`config.mk`:
```
export PLATFORM = sky130hd
export DESIGN_NAME = alu_top
export DESIGN_NICKNAME = d
export VERILOG_FILES = /design/src/logic/alu_pkg.sv /design/src/logic/alu_req_if.sv /design/src/logic/scalar_alu.sv /design/src/logic/simd_adder.sv /design/src/logic/alu_result_stage.sv /design/src/logic/alu_top.sv
export SDC_FILE = /design/constraint.sdc
export NUM_CORES = 1
export LEC_CHECK = 0
export BUFFER_PORTS_ARGS = -buffer_cell sky130_fd_sc_hd__buf_2
export CELL_PAD_IN_SITES_DETAIL_PLACEMENT = 2
export CELL_PAD_IN_SITES_GLOBAL_PLACEMENT = 2
export CORE_MARGIN = 10
export CORE_UTILIZATION = 39
export DETAILED_ROUTE_END_ITERATION = 6
export PLACE_DENSITY_LB_ADDON = 0.2
export SYNTH_ARGS = -nofsm -noshare
export SYNTH_HDL_FRONTEND = slang
export SYNTH_SLANG_ARGS = --single-unit
```
`constraint.sdc`:
```
create_clock -name clk_i -period 2.6 [get_ports clk_i]
set_clock_uncertainty 0.15 [all_clocks]
set_input_delay 0.26 -clock clk_i [delete_from_list [all_inputs] [get_ports clk_i]]
set_output_delay 0.26 -clock clk_i [all_outputs]
set_load 0.01 [all_outputs]
```
`src/logic/alu_pkg.sv`:
```
`default_nettype none

package alu_pkg;

  // ----------------------------------------
  // Datapath geometry
  // ----------------------------------------
  localparam int unsigned XLEN    = 32;
  localparam int unsigned SHAMT_W = 5;
  localparam int unsigned LANES   = 4;
  localparam int unsigned LANE_W  = 8;

  typedef logic [XLEN-1:0] xlen_t;

  // ----------------------------------------
  // Operation encoding
  // ----------------------------------------
  typedef enum logic [5:0] {
    // Scalar arithmetic and logic
    ALU_ADD, ALU_SUB,
    ALU_AND, ALU_OR, ALU_XOR,
    ALU_ANDN, ALU_ORN, ALU_XNOR,
    // Shifts and set-less-than
    ALU_SLL, ALU_SRL, ALU_SRA,
    ALU_SLTS, ALU_SLTU,
    // Branch comparisons
    ALU_EQ, ALU_NE,
    ALU_LTS, ALU_LTU,
    ALU_GES, ALU_GEU,
    // Packed SIMD wrapping
    ALU_ADD8, ALU_SUB8,
    ALU_ADD16, ALU_SUB16,
    // Packed SIMD halving
    ALU_RADD8, ALU_RSUB8,
    ALU_URADD8, ALU_URSUB8,
    ALU_RADD16, ALU_RSUB16,
    ALU_URADD16, ALU_URSUB16,
    // Packed SIMD saturating
    ALU_KADD8, ALU_KSUB8,
    ALU_UKADD8, ALU_UKSUB8,
    ALU_KADD16, ALU_KSUB16,
    ALU_UKADD16, ALU_UKSUB16
  } alu_op_e;

  // Element size of a packed SIMD operation
  typedef enum logic {
    VSIZE_8,
    VSIZE_16
  } vsize_e;

endpackage

`default_nettype wire

```
`src/logic/alu_req_if.sv`:
```
`timescale 1ns/1ps
`default_nettype none

interface alu_req_if
  import alu_pkg::*;
();

  logic    valid;
  alu_op_e op;
  xlen_t   operand_a;
  xlen_t   operand_b;

  // Execution units see the whole request
  modport unit (
    input valid,
    input op,
    input operand_a,
    input operand_b
  );

  // Output stage only needs the strobe
  modport stage (
    input valid
  );

endinterface

`default_nettype wire

```
`src/logic/scalar_alu.sv`:
```
`timescale 1ns/1ps
`default_nettype none

module scalar_alu
  import alu_pkg::*;
(
  alu_req_if.unit req_i,
  output xlen_t   result_o,
  output logic    branch_o
);

  logic               negate_b;
  logic [XLEN:0]      operand_b_neg;
  logic [XLEN:0]      adder_ext;
  xlen_t              adder_result;
  logic               adder_zero;
  xlen_t              logic_b;

  logic               shift_left;
  logic               shift_arith;
  logic [SHAMT_W-1:0] shamt;
  xlen_t              operand_a_rev;
  xlen_t              shift_in;
  logic [XLEN:0]      shift_right_ext;
  xlen_t              shift_right;
  xlen_t              shift_left_res;
  xlen_t              shift_result;

  logic               cmp_signed;
  logic               less;

  // ----------------------------------------
  // Adder
  // ----------------------------------------
  always_comb begin
    case (req_i.op)
      ALU_SUB, ALU_EQ, ALU_NE, ALU_ANDN, ALU_ORN, ALU_XNOR: negate_b = 1'b1;
      default: negate_b = 1'b0;
    endcase
  end

  // Extra LSB turns the inversion into a two's complement negate
  assign operand_b_neg = {req_i.operand_b, 1'b0} ^ {(XLEN + 1){negate_b}};
  assign adder_ext     = {req_i.operand_a, 1'b1} + operand_b_neg;
  assign adder_result  = adder_ext[XLEN:1];
  assign adder_zero    = ~|adder_result;

  // ANDN, ORN and XNOR reuse the inverted operand
  assign logic_b = operand_b_neg[XLEN:1];

  // ----------------------------------------
  // Shifter
  // ----------------------------------------
  assign shift_left  = (req_i.op == ALU_SLL);
  assign shift_arith = (req_i.op == ALU_SRA);
  assign shamt       = req_i.operand_b[SHAMT_W-1:0];

  // Left shift = reversed right shift of reversed operand
  for (genvar k = 0; k < XLEN; k++) begin : g_rev
    assign operand_a_rev[k]  = req_i.operand_a[XLEN-1-k];
    assign shift_left_res[k] = shift_right[XLEN-1-k];
  end

  assign shift_in        = shift_left ? operand_a_rev : req_i.operand_a;
  assign shift_right_ext = $unsigned($signed({shift_arith & shift_in[XLEN-1], shift_in}) >>> shamt);
  assign shift_right     = shift_right_ext[XLEN-1:0];
  assign shift_result    = shift_left ? shift_left_res : shift_right;

  // ----------------------------------------
  // Comparator and branch resolution
  // ----------------------------------------
  assign cmp_signed = (req_i.op == ALU_SLTS) || (req_i.op == ALU_LTS) || (req_i.op == ALU_GES);

  assign less = $signed({cmp_signed & req_i.operand_a[XLEN-1], req_i.operand_a}) <
                $signed({cmp_signed & req_i.operand_b[XLEN-1], req_i.operand_b});

  always_comb begin
    case (req_i.op)
      ALU_EQ:           branch_o = adder_zero;
      ALU_NE:           branch_o = ~adder_zero;
      ALU_LTS, ALU_LTU: branch_o = less;
      ALU_GES, ALU_GEU: branch_o = ~less;
      default:          branch_o = 1'b1;
    endcase
  end

  // ----------------------------------------
  // Result select
  // ----------------------------------------
  // Branch and SIMD operations fall through to zero
  always_comb begin
    case (req_i.op)
      ALU_ADD, ALU_SUB:          result_o = adder_result;
      ALU_AND, ALU_ANDN:         result_o = req_i.operand_a & logic_b;
      ALU_OR, ALU_ORN:           result_o = req_i.operand_a | logic_b;
      ALU_XOR, ALU_XNOR:         result_o = req_i.operand_a ^ logic_b;
      ALU_SLL, ALU_SRL, ALU_SRA: result_o = shift_result;
      ALU_SLTS, ALU_SLTU:        result_o = {{(XLEN - 1){1'b0}}, less};
      default:                   result_o = '0;
    endcase
  end

endmodule

`default_nettype wire

```
`src/logic/simd_adder.sv`:
```
`timescale 1ns/1ps
`default_nettype none

module simd_adder
  import alu_pkg::*;
(
  alu_req_if.unit req_i,
  output xlen_t   result_o
);

  vsize_e           vsize;
  logic             is_simd;
  logic             sext;
  logic             halving;
  logic             negate_b;
  logic             sat_signed;
  logic             sat_unsigned;

  logic [LANES-1:0] u_ovf;
  logic [LANES-1:0] p_ovf;
  logic [LANES-1:0] n_ovf;
  xlen_t            simd_res;

  // ----------------------------------------
  // Operation decode
  // ----------------------------------------
  always_comb begin
    vsize        = VSIZE_8;
    is_simd      = 1'b1;
    negate_b     = 1'b0;
    halving      = 1'b0;
    sext         = 1'b0;
    sat_signed   = 1'b0;
    sat_unsigned = 1'b0;

    case (req_i.op)
      ALU_ADD8, ALU_SUB8, ALU_RADD8, ALU_RSUB8, ALU_URADD8, ALU_URSUB8,
      ALU_KADD8, ALU_KSUB8, ALU_UKADD8, ALU_UKSUB8: vsize = VSIZE_8;
      ALU_ADD16, ALU_SUB16, ALU_RADD16, ALU_RSUB16, ALU_URADD16, ALU_URSUB16,
      ALU_KADD16, ALU_KSUB16, ALU_UKADD16, ALU_UKSUB16: vsize = VSIZE_16;
      default: is_simd = 1'b0;
    endcase

    case (req_i.op)
      ALU_SUB8, ALU_SUB16, ALU_RSUB8, ALU_RSUB16, ALU_URSUB8, ALU_URSUB16,
      ALU_KSUB8, ALU_KSUB16, ALU_UKSUB8, ALU_UKSUB16: negate_b = 1'b1;
      default: ;
    endcase

    case (req_i.op)
      ALU_RADD8, ALU_RSUB8, ALU_RADD16, ALU_RSUB16: begin
        halving = 1'b1;
        sext    = 1'b1;
      end
      ALU_URADD8, ALU_URSUB8, ALU_URADD16, ALU_URSUB16: halving = 1'b1;
      ALU_KADD8, ALU_KSUB8, ALU_KADD16, ALU_KSUB16: begin
        sat_signed = 1'b1;
        sext       = 1'b1;
      end
      ALU_UKADD8, ALU_UKSUB8, ALU_UKADD16, ALU_UKSUB16: sat_unsigned = 1'b1;
      default: ;
    endcase
  end

  // ----------------------------------------
  // Lane adders
  // ----------------------------------------
  for (genvar i = 0; i < LANES; i++) begin : g_lane
    logic              elem_top;
    logic              a_sign;
    logic              b_sign;
    logic [LANE_W:0]   in_a;
    logic [LANE_W:0]   in_b;
    logic              cin;
    logic [LANE_W:0]   sum;
    logic [LANE_W-1:0] half_res;
    logic              clamp_p;
    logic              clamp_n;
    logic              clamp_u;
    logic [LANE_W-1:0] lane_res;

    // Lane carries the MSB of its element
    assign elem_top = (i % 2 == 1) || (vsize == VSIZE_8);
    assign a_sign   = req_i.operand_a[i*LANE_W + LANE_W - 1];
    assign b_sign   = req_i.operand_b[i*LANE_W + LANE_W - 1];

    // 9th bit extends the element for exact halving; lower 16-bit halves keep it clear
    assign in_a = {a_sign & sext & elem_top, req_i.operand_a[i*LANE_W +: LANE_W]};
    assign in_b = {b_sign & sext & elem_top, req_i.operand_b[i*LANE_W +: LANE_W]} ^
                  {negate_b & halving & elem_top, {LANE_W{negate_b}}};
    assign sum  = in_a + in_b + {{LANE_W{1'b0}}, cin};

    assign u_ovf[i] = sum[LANE_W] ^ negate_b;
    assign p_ovf[i] = ~a_sign & ~(b_sign ^ negate_b) & sum[LANE_W-1];
    assign n_ovf[i] = a_sign & (b_sign ^ negate_b) & ~sum[LANE_W-1];

    if (i % 2 == 1) begin : g_upper
      // Chained to the lower lane in 16-bit mode
      assign cin      = (vsize == VSIZE_16) ? g_lane[i-1].sum[LANE_W] : negate_b;
      assign half_res = sum[LANE_W:1];
      assign clamp_p  = p_ovf[i];
      assign clamp_n  = n_ovf[i];
      assign clamp_u  = u_ovf[i];
    end else begin : g_lower
      assign cin      = negate_b;
      assign half_res = (vsize == VSIZE_16) ? {g_lane[i+1].sum[0], sum[LANE_W-1:1]}
                                            : sum[LANE_W:1];
      // Saturation is decided by the upper lane of the element
      assign clamp_p  = (vsize == VSIZE_16) ? p_ovf[i+1] : p_ovf[i];
      assign clamp_n  = (vsize == VSIZE_16) ? n_ovf[i+1] : n_ovf[i];
      assign clamp_u  = (vsize == VSIZE_16) ? u_ovf[i+1] : u_ovf[i];
    end

    always_comb begin
      if (halving) begin
        lane_res = half_res;
      end else if (sat_signed && (clamp_p || clamp_n)) begin
        // Inverting max positive gives max negative
        lane_res = (elem_top ? {1'b0, {(LANE_W - 1){1'b1}}} : {LANE_W{1'b1}}) ^
                   {LANE_W{clamp_n}};
      end else if (sat_unsigned && clamp_u) begin
        lane_res = {LANE_W{~negate_b}};
      end else begin
        lane_res = sum[LANE_W-1:0];
      end
    end

    assign simd_res[i*LANE_W +: LANE_W] = lane_res;
  end

  // Scalar operations leave this unit silent
  assign result_o = is_simd ? simd_res : '0;

endmodule

`default_nettype wire

```
`src/logic/alu_result_stage.sv`:
```
`timescale 1ns/1ps
`default_nettype none

module alu_result_stage
  import alu_pkg::*;
(
  input  logic     clk_i,
  input  logic     arst_n_i,
  alu_req_if.stage req_i,
  input  xlen_t    scalar_result_i,
  input  xlen_t    simd_result_i,
  input  logic     branch_i,
  output xlen_t    result_o,
  output logic     branch_taken_o,
  output logic     valid_o
);

  xlen_t merged_result;

  // Units return zero for operations they do not own
  assign merged_result = scalar_result_i | simd_result_i;

  // ----------------------------------------
  // Output register
  // ----------------------------------------
  always_ff @(posedge clk_i or negedge arst_n_i) begin
    if (!arst_n_i) begin
      result_o       <= '0;
      branch_taken_o <= 1'b0;
      valid_o        <= 1'b0;
    end else begin
      valid_o <= req_i.valid;
      // Hold last result between requests
      if (req_i.valid) begin
        result_o       <= merged_result;
        branch_taken_o <= branch_i;
      end
    end
  end

endmodule

`default_nettype wire

```
`src/logic/alu_top.sv`:
```
`timescale 1ns/1ps
`default_nettype none

module alu_top
  import alu_pkg::*;
(
  input  logic    clk_i,
  input  logic    arst_n_i,
  input  logic    valid_i,
  input  alu_op_e op_i,
  input  xlen_t   operand_a_i,
  input  xlen_t   operand_b_i,
  output xlen_t   result_o,
  output logic    branch_taken_o,
  output logic    valid_o
);

  xlen_t scalar_result;
  xlen_t simd_result;
  logic  scalar_branch;

  // ----------------------------------------
  // Request bundle
  // ----------------------------------------
  alu_req_if req_if ();

  assign req_if.valid     = valid_i;
  assign req_if.op        = op_i;
  assign req_if.operand_a = operand_a_i;
  assign req_if.operand_b = operand_b_i;

  // ----------------------------------------
  // Execution units
  // ----------------------------------------
  scalar_alu i_scalar_alu (
    .req_i    (req_if),
    .result_o (scalar_result),
    .branch_o (scalar_branch)
  );

  simd_adder i_simd_adder (
    .req_i    (req_if),
    .result_o (simd_result)
  );

  // Single register stage
  alu_result_stage i_result_stage (
    .clk_i           (clk_i),
    .arst_n_i        (arst_n_i),
    .req_i           (req_if),
    .scalar_result_i (scalar_result),
    .simd_result_i   (simd_result),
    .branch_i        (scalar_branch),
    .result_o        (result_o),
    .branch_taken_o  (branch_taken_o),
    .valid_o         (valid_o)
  );

endmodule

`default_nettype wire

```
==> results.md, run 1 <==
* Outcome: did not finish
* Fail Step: detailed placement
* Error msg: [ERROR DPL-0033] detailed placement checks failed during check placement.
* Distinct cell type count after synthesis at 81
* Most common cell in the netlist: a21oi_1
* Synth area leaders: ha_1 (14%), xnor2_1 (8.1%), dfrtp_1 (7.6%)
* Die width at 189 um
* Yosys warns at 0
* Global placer's final weighted congestion at 1.12
* Register area share after synthesis at 7.61%
* Synth Register Bits at 34
* Initial core utilization at 39.9%
* Largest area contributor in the netlist: ha_1
* Synth cell count leaders: a21oi_1 (145), ha_1 (128), nand2_1 (121)
* Mapped Cells at 1543
* Post-synth ARST share at 100%
* Post-synth EDFFs at 0
* Mapped cell area at 11200 sq um
* Dpl hpwl at 68600 um
* Syn avg cell area at 7.25 sq um
* Syn nets at 1750
* Die Y at 189 um
* Synth top area share at 14.3%
* Boundary Pins at 107
* Main flop type after synthesis: dfrtp_1
* Cell Rows at 61
* # port buffers at 106
[through the flow]
step	hold slack (ps)	worst slack (ps)	TNS (ps)	area, sq um
3_3_place_gp	255	-3110	-97650	16400
2_1_floorplan	-186	-3090	-91200	11400
[cell families after synthesis]
group | Yosys count | share of synthesized area [%]
and+or+nand+nor | 414 | 17.6
xor gates and xnor gates | 126 | 9.99
DFF | 34 | 7.61
AOI/OAI and AO/OA | 539 | 31.9
muxes | 76 | 10.1
buffers and inverters | 220 | 7.47
adders and majority gates | 134 | 15.4
==> inputs of run 2 (changes only) <==
--- a/config.mk
+++ b/config.mk
@@ -6,12 +6,10 @@
 export NUM_CORES = 1
 export LEC_CHECK = 0
 export BUFFER_PORTS_ARGS = -buffer_cell sky130_fd_sc_hd__buf_2
-export CELL_PAD_IN_SITES_DETAIL_PLACEMENT = 2
-export CELL_PAD_IN_SITES_GLOBAL_PLACEMENT = 2
 export CORE_MARGIN = 10
-export CORE_UTILIZATION = 39
+export CORE_UTILIZATION = 38
 export DETAILED_ROUTE_END_ITERATION = 6
-export PLACE_DENSITY_LB_ADDON = 0.2
+export PLACE_DENSITY_LB_ADDON = 0.15
 export SYNTH_ARGS = -nofsm -noshare
 export SYNTH_HDL_FRONTEND = slang
 export SYNTH_SLANG_ARGS = --single-unit
==> run 2 against run 1 <==
The flow now finishes, with violations (setup timing). Synthesized cell count stayed put. Area after synthesis is the same.
==> results.md, run 2 <==
* Outcome: finished, violations left
* Violated checks: setup timing
* Biggest cell delay along the critical path at 420 ps
* Max Slew Vio Count at 0
* Slowest CP cell: fa_2
* Fmax at 0.182 GHz
* Leakage power figure at 8.59 nW
* Most common cell in the netlist: a21oi_1
* Most common cell after layout, fill and taps aside: buf_4
* Residual DRC count at 0
* Largest area contributor in the netlist: ha_1
* Largest register FFs at 32
* Worst Setup Slack, final at -2890 ps
* Worst EP arrival at 5500 ps
* Dpl hpwl at 52400 um
* Number of global-route vias before repair at 14.2k
* Boundary Pins at 107
* Synth Register Bits at 34
* Clock latency on the worst-skew pair at 280 ps
* ANT cells at 0
* TritonCTS Buffers at 5
* Critical Path Sink Type: flop
* Initial antenna violation count at 0
* Largest net degree at the start of global routing at 45
* Post-synth EDFFs at 0
* Mapped cell area at 11200 sq um
* Initial core utilization at 38.8%
* Synth cell count leaders: a21oi_1 (145), ha_1 (128), nand2_1 (121)
* Req. time, crit path at 2610 ps
* Most frequent cells in the layout: buf_4 (619), nand2_1 (118), ha_1 (117)
* Die Y at 192 um
* Syn nets at 1750
* Post-DRT Antenna Nets at 0
* Largest family of logic cells by synthesized area: compound AO/OA/AOI/OAI gates
* Design area at 18000 sq um
* Syn avg cell area at 7.25 sq um
* RSZ-0062 raised after global routing: yes
* Via density at 5.87
* Class of the worst hold path: flop to flop
* Clock Path Buffers at 2
* Top Registers: i_result_stage.result_o (32), i_result_stage.branch_taken_o (1), i_result_stage.valid_o (1)
* Yosys warns at 0
* Clock period minus worst slack at 5490 ps
* # port buffers at 106
* Endpoints failing setup at 33
* Max-Slew Margin vs Limit at 30.2%
* Power Density at 371 nW/um^2
* Synth top area share at 14.3%
* Root Buffer: clkbuf_16
* Simple-gate share of the synthesized area at 17.6%
* Post-synth ARST share at 100%
* Peak VDD IR at 0.000235 V
* Final period utilization at 211%
* Post-Synth XOR/XNOR Area at 9.99%
* Final net count at 2414
* Cell Rows at 62
* CTS tree: yes
* Kind of critical path: input pin to flop
* Htree depth at 2
* Total number of vias at 15.2k
* Placed cell area at 16700 sq um
* Mapped Cells at 1543
* Synth area leaders: ha_1 (14%), xnor2_1 (8.1%), dfrtp_1 (7.6%)
* Main flop type after synthesis: dfrtp_1
* Core area at 28900 sq um
* Die width at 192 um
* Worst-path clk slew at 50 ps
* Max-cap violation count at 0
* Power Total at 6.68 mW
* CP bufs+invs at 6
* Crit start category: input pin
* Layout cells sized above 1 at 43.1%
* Post-synthesis mux area share at 10.1%
* Die area at 36700 sq um
* GR Overflow Total at 0
* Top reg by flops: i_result_stage.result_o
* Post-detailed-routing wire length at 62300 um
* DRT Pass-1 Iters at 6
* Tightest Pin Transition at 1040 ps
* Global placer's final weighted congestion at 1.05
* Post-DR wirelength/cell at 24.0 um
* Layout area overhead at 61.3%
* Distinct cell type count after synthesis at 81
* Total clock sinks at 34
* Register area share after synthesis at 7.61%
* Top cell family by delay on the critical path: compound AO/OA/AOI/OAI gates
* Global-route wire length before repair at 89900 um
* Crit path max fanout at 6
* GRT Util Overall at 32.4%
* DR iter-0 viols at 1699
* Compound-Gate Fraction of Synth Area at 31.9%
* Adder-Cell Fraction of Synth Area at 15.4%
* Final hold viol count at 0
==> run 2: cell counts after synthesis <==
No cell type changed its count.
==> run 2: worst paths after layout <==
| check | depth (start not counted) | endpoint | slack, ps | from |
|---|---|---|---|---|
| setup / recovery | 29 | i_result_stage.result_o[27] | -2890 | op_i[2] |
| hold / removal | 1 | i_result_stage.result_o[26] | 320 | i_result_stage.result_o[26] |
| setup reg to reg | 4 | i_result_stage.result_o[7] | 1290 | i_result_stage.result_o[7] |
| hold reg to reg | 1 | i_result_stage.result_o[26] | 320 | i_result_stage.result_o[26] |
| max in group asynchronous | 2 | i_result_stage.result_o[31] | 1330 | arst_n_i |
| min in group asynchronous | 2 | i_result_stage.result_o[0] | 460 | arst_n_i |
==> run 2: final cells by class <==
cell class | count | area (sq um)
Inverter | 120 | 450
Multi-Input combinational cell | 1289 | 10400
Clock buffer | 5 | 125
Timing Repair Buffer | 757 | 5710
Sequential cell | 34 | 851
Tap cell | 384 | 480
Clock inverter | 3 | 40.0
Fill cell | 2757 | 10800
==> run 2: metrics by stage <==
step / std cells / setup WS [ps] / TNS, ps / hold slack, ps / util, %
floorplan: 1543 / -3090 / -91200 / -186 / -
global placement: 2539 / -3260 / -101080 / 235 / 57.8
detailed placement: 2539 / -3330 / -104040 / 235 / 57.8
CTS: 2580 / -2890 / -91840 / 326 / 60.8
global route: 2592 / -3130 / -98140 / 348 / 62.5
finish: 2592 / -2890 / -91150 / 320 / 62.5
==> run 2: cells by family (layout without fill, tap and decap cells) <==
| family | after synthesis | in the layout |
|---|---|---|
| AOI/OAI and AO/OA | 539 | 539 |
| and+or+nand+nor | 414 | 414 |
| buffers and inverters | 220 | 885 |
| adders and majority gates | 134 | 134 |
| xor gates and xnor gates | 126 | 126 |
| muxes | 76 | 76 |
| DFF | 34 | 34 |
==> run 2: power by group <==
part / internal, mW / total (mW) / switching [mW] / leakage (nW)
Sequential: 0.614 / 0.667 / 0.0528 / 0.405
Combinational: 2.62 / 5.34 / 2.73 / 8.10
Clock: 0.448 / 0.671 / 0.223 / 0.0836
Total: 3.68 / 6.68 / 3.00 / 8.59
==> run 2: timing repair <==
item                                   in CTS  in global routing
setup endpoints to repair                  33                 33
pin swaps                                  89                 80
setup buffers                              32                 12
hold buffers                                1                  0
endpoints found under the hold margin      34                  0
resized for setup                         101                 68
cloned                                      1                  1
==> run 2: metal layers <==
metal / global-route usage, % / wire [um] / vias to the layer above / part of all wire (%)
met2: 48.9 / 26500 / 788 / 43
li1: - / - / 7024 / -
met3: 4.87 / 5900 / 122 / 9.5
met5: 0 / 0 / - / 0
met4: 10.8 / 2470 / 0 / 4.0
met1: 46.0 / 27500 / 7279 / 44
No activity file was read; power rests on OpenSTA's default activity.
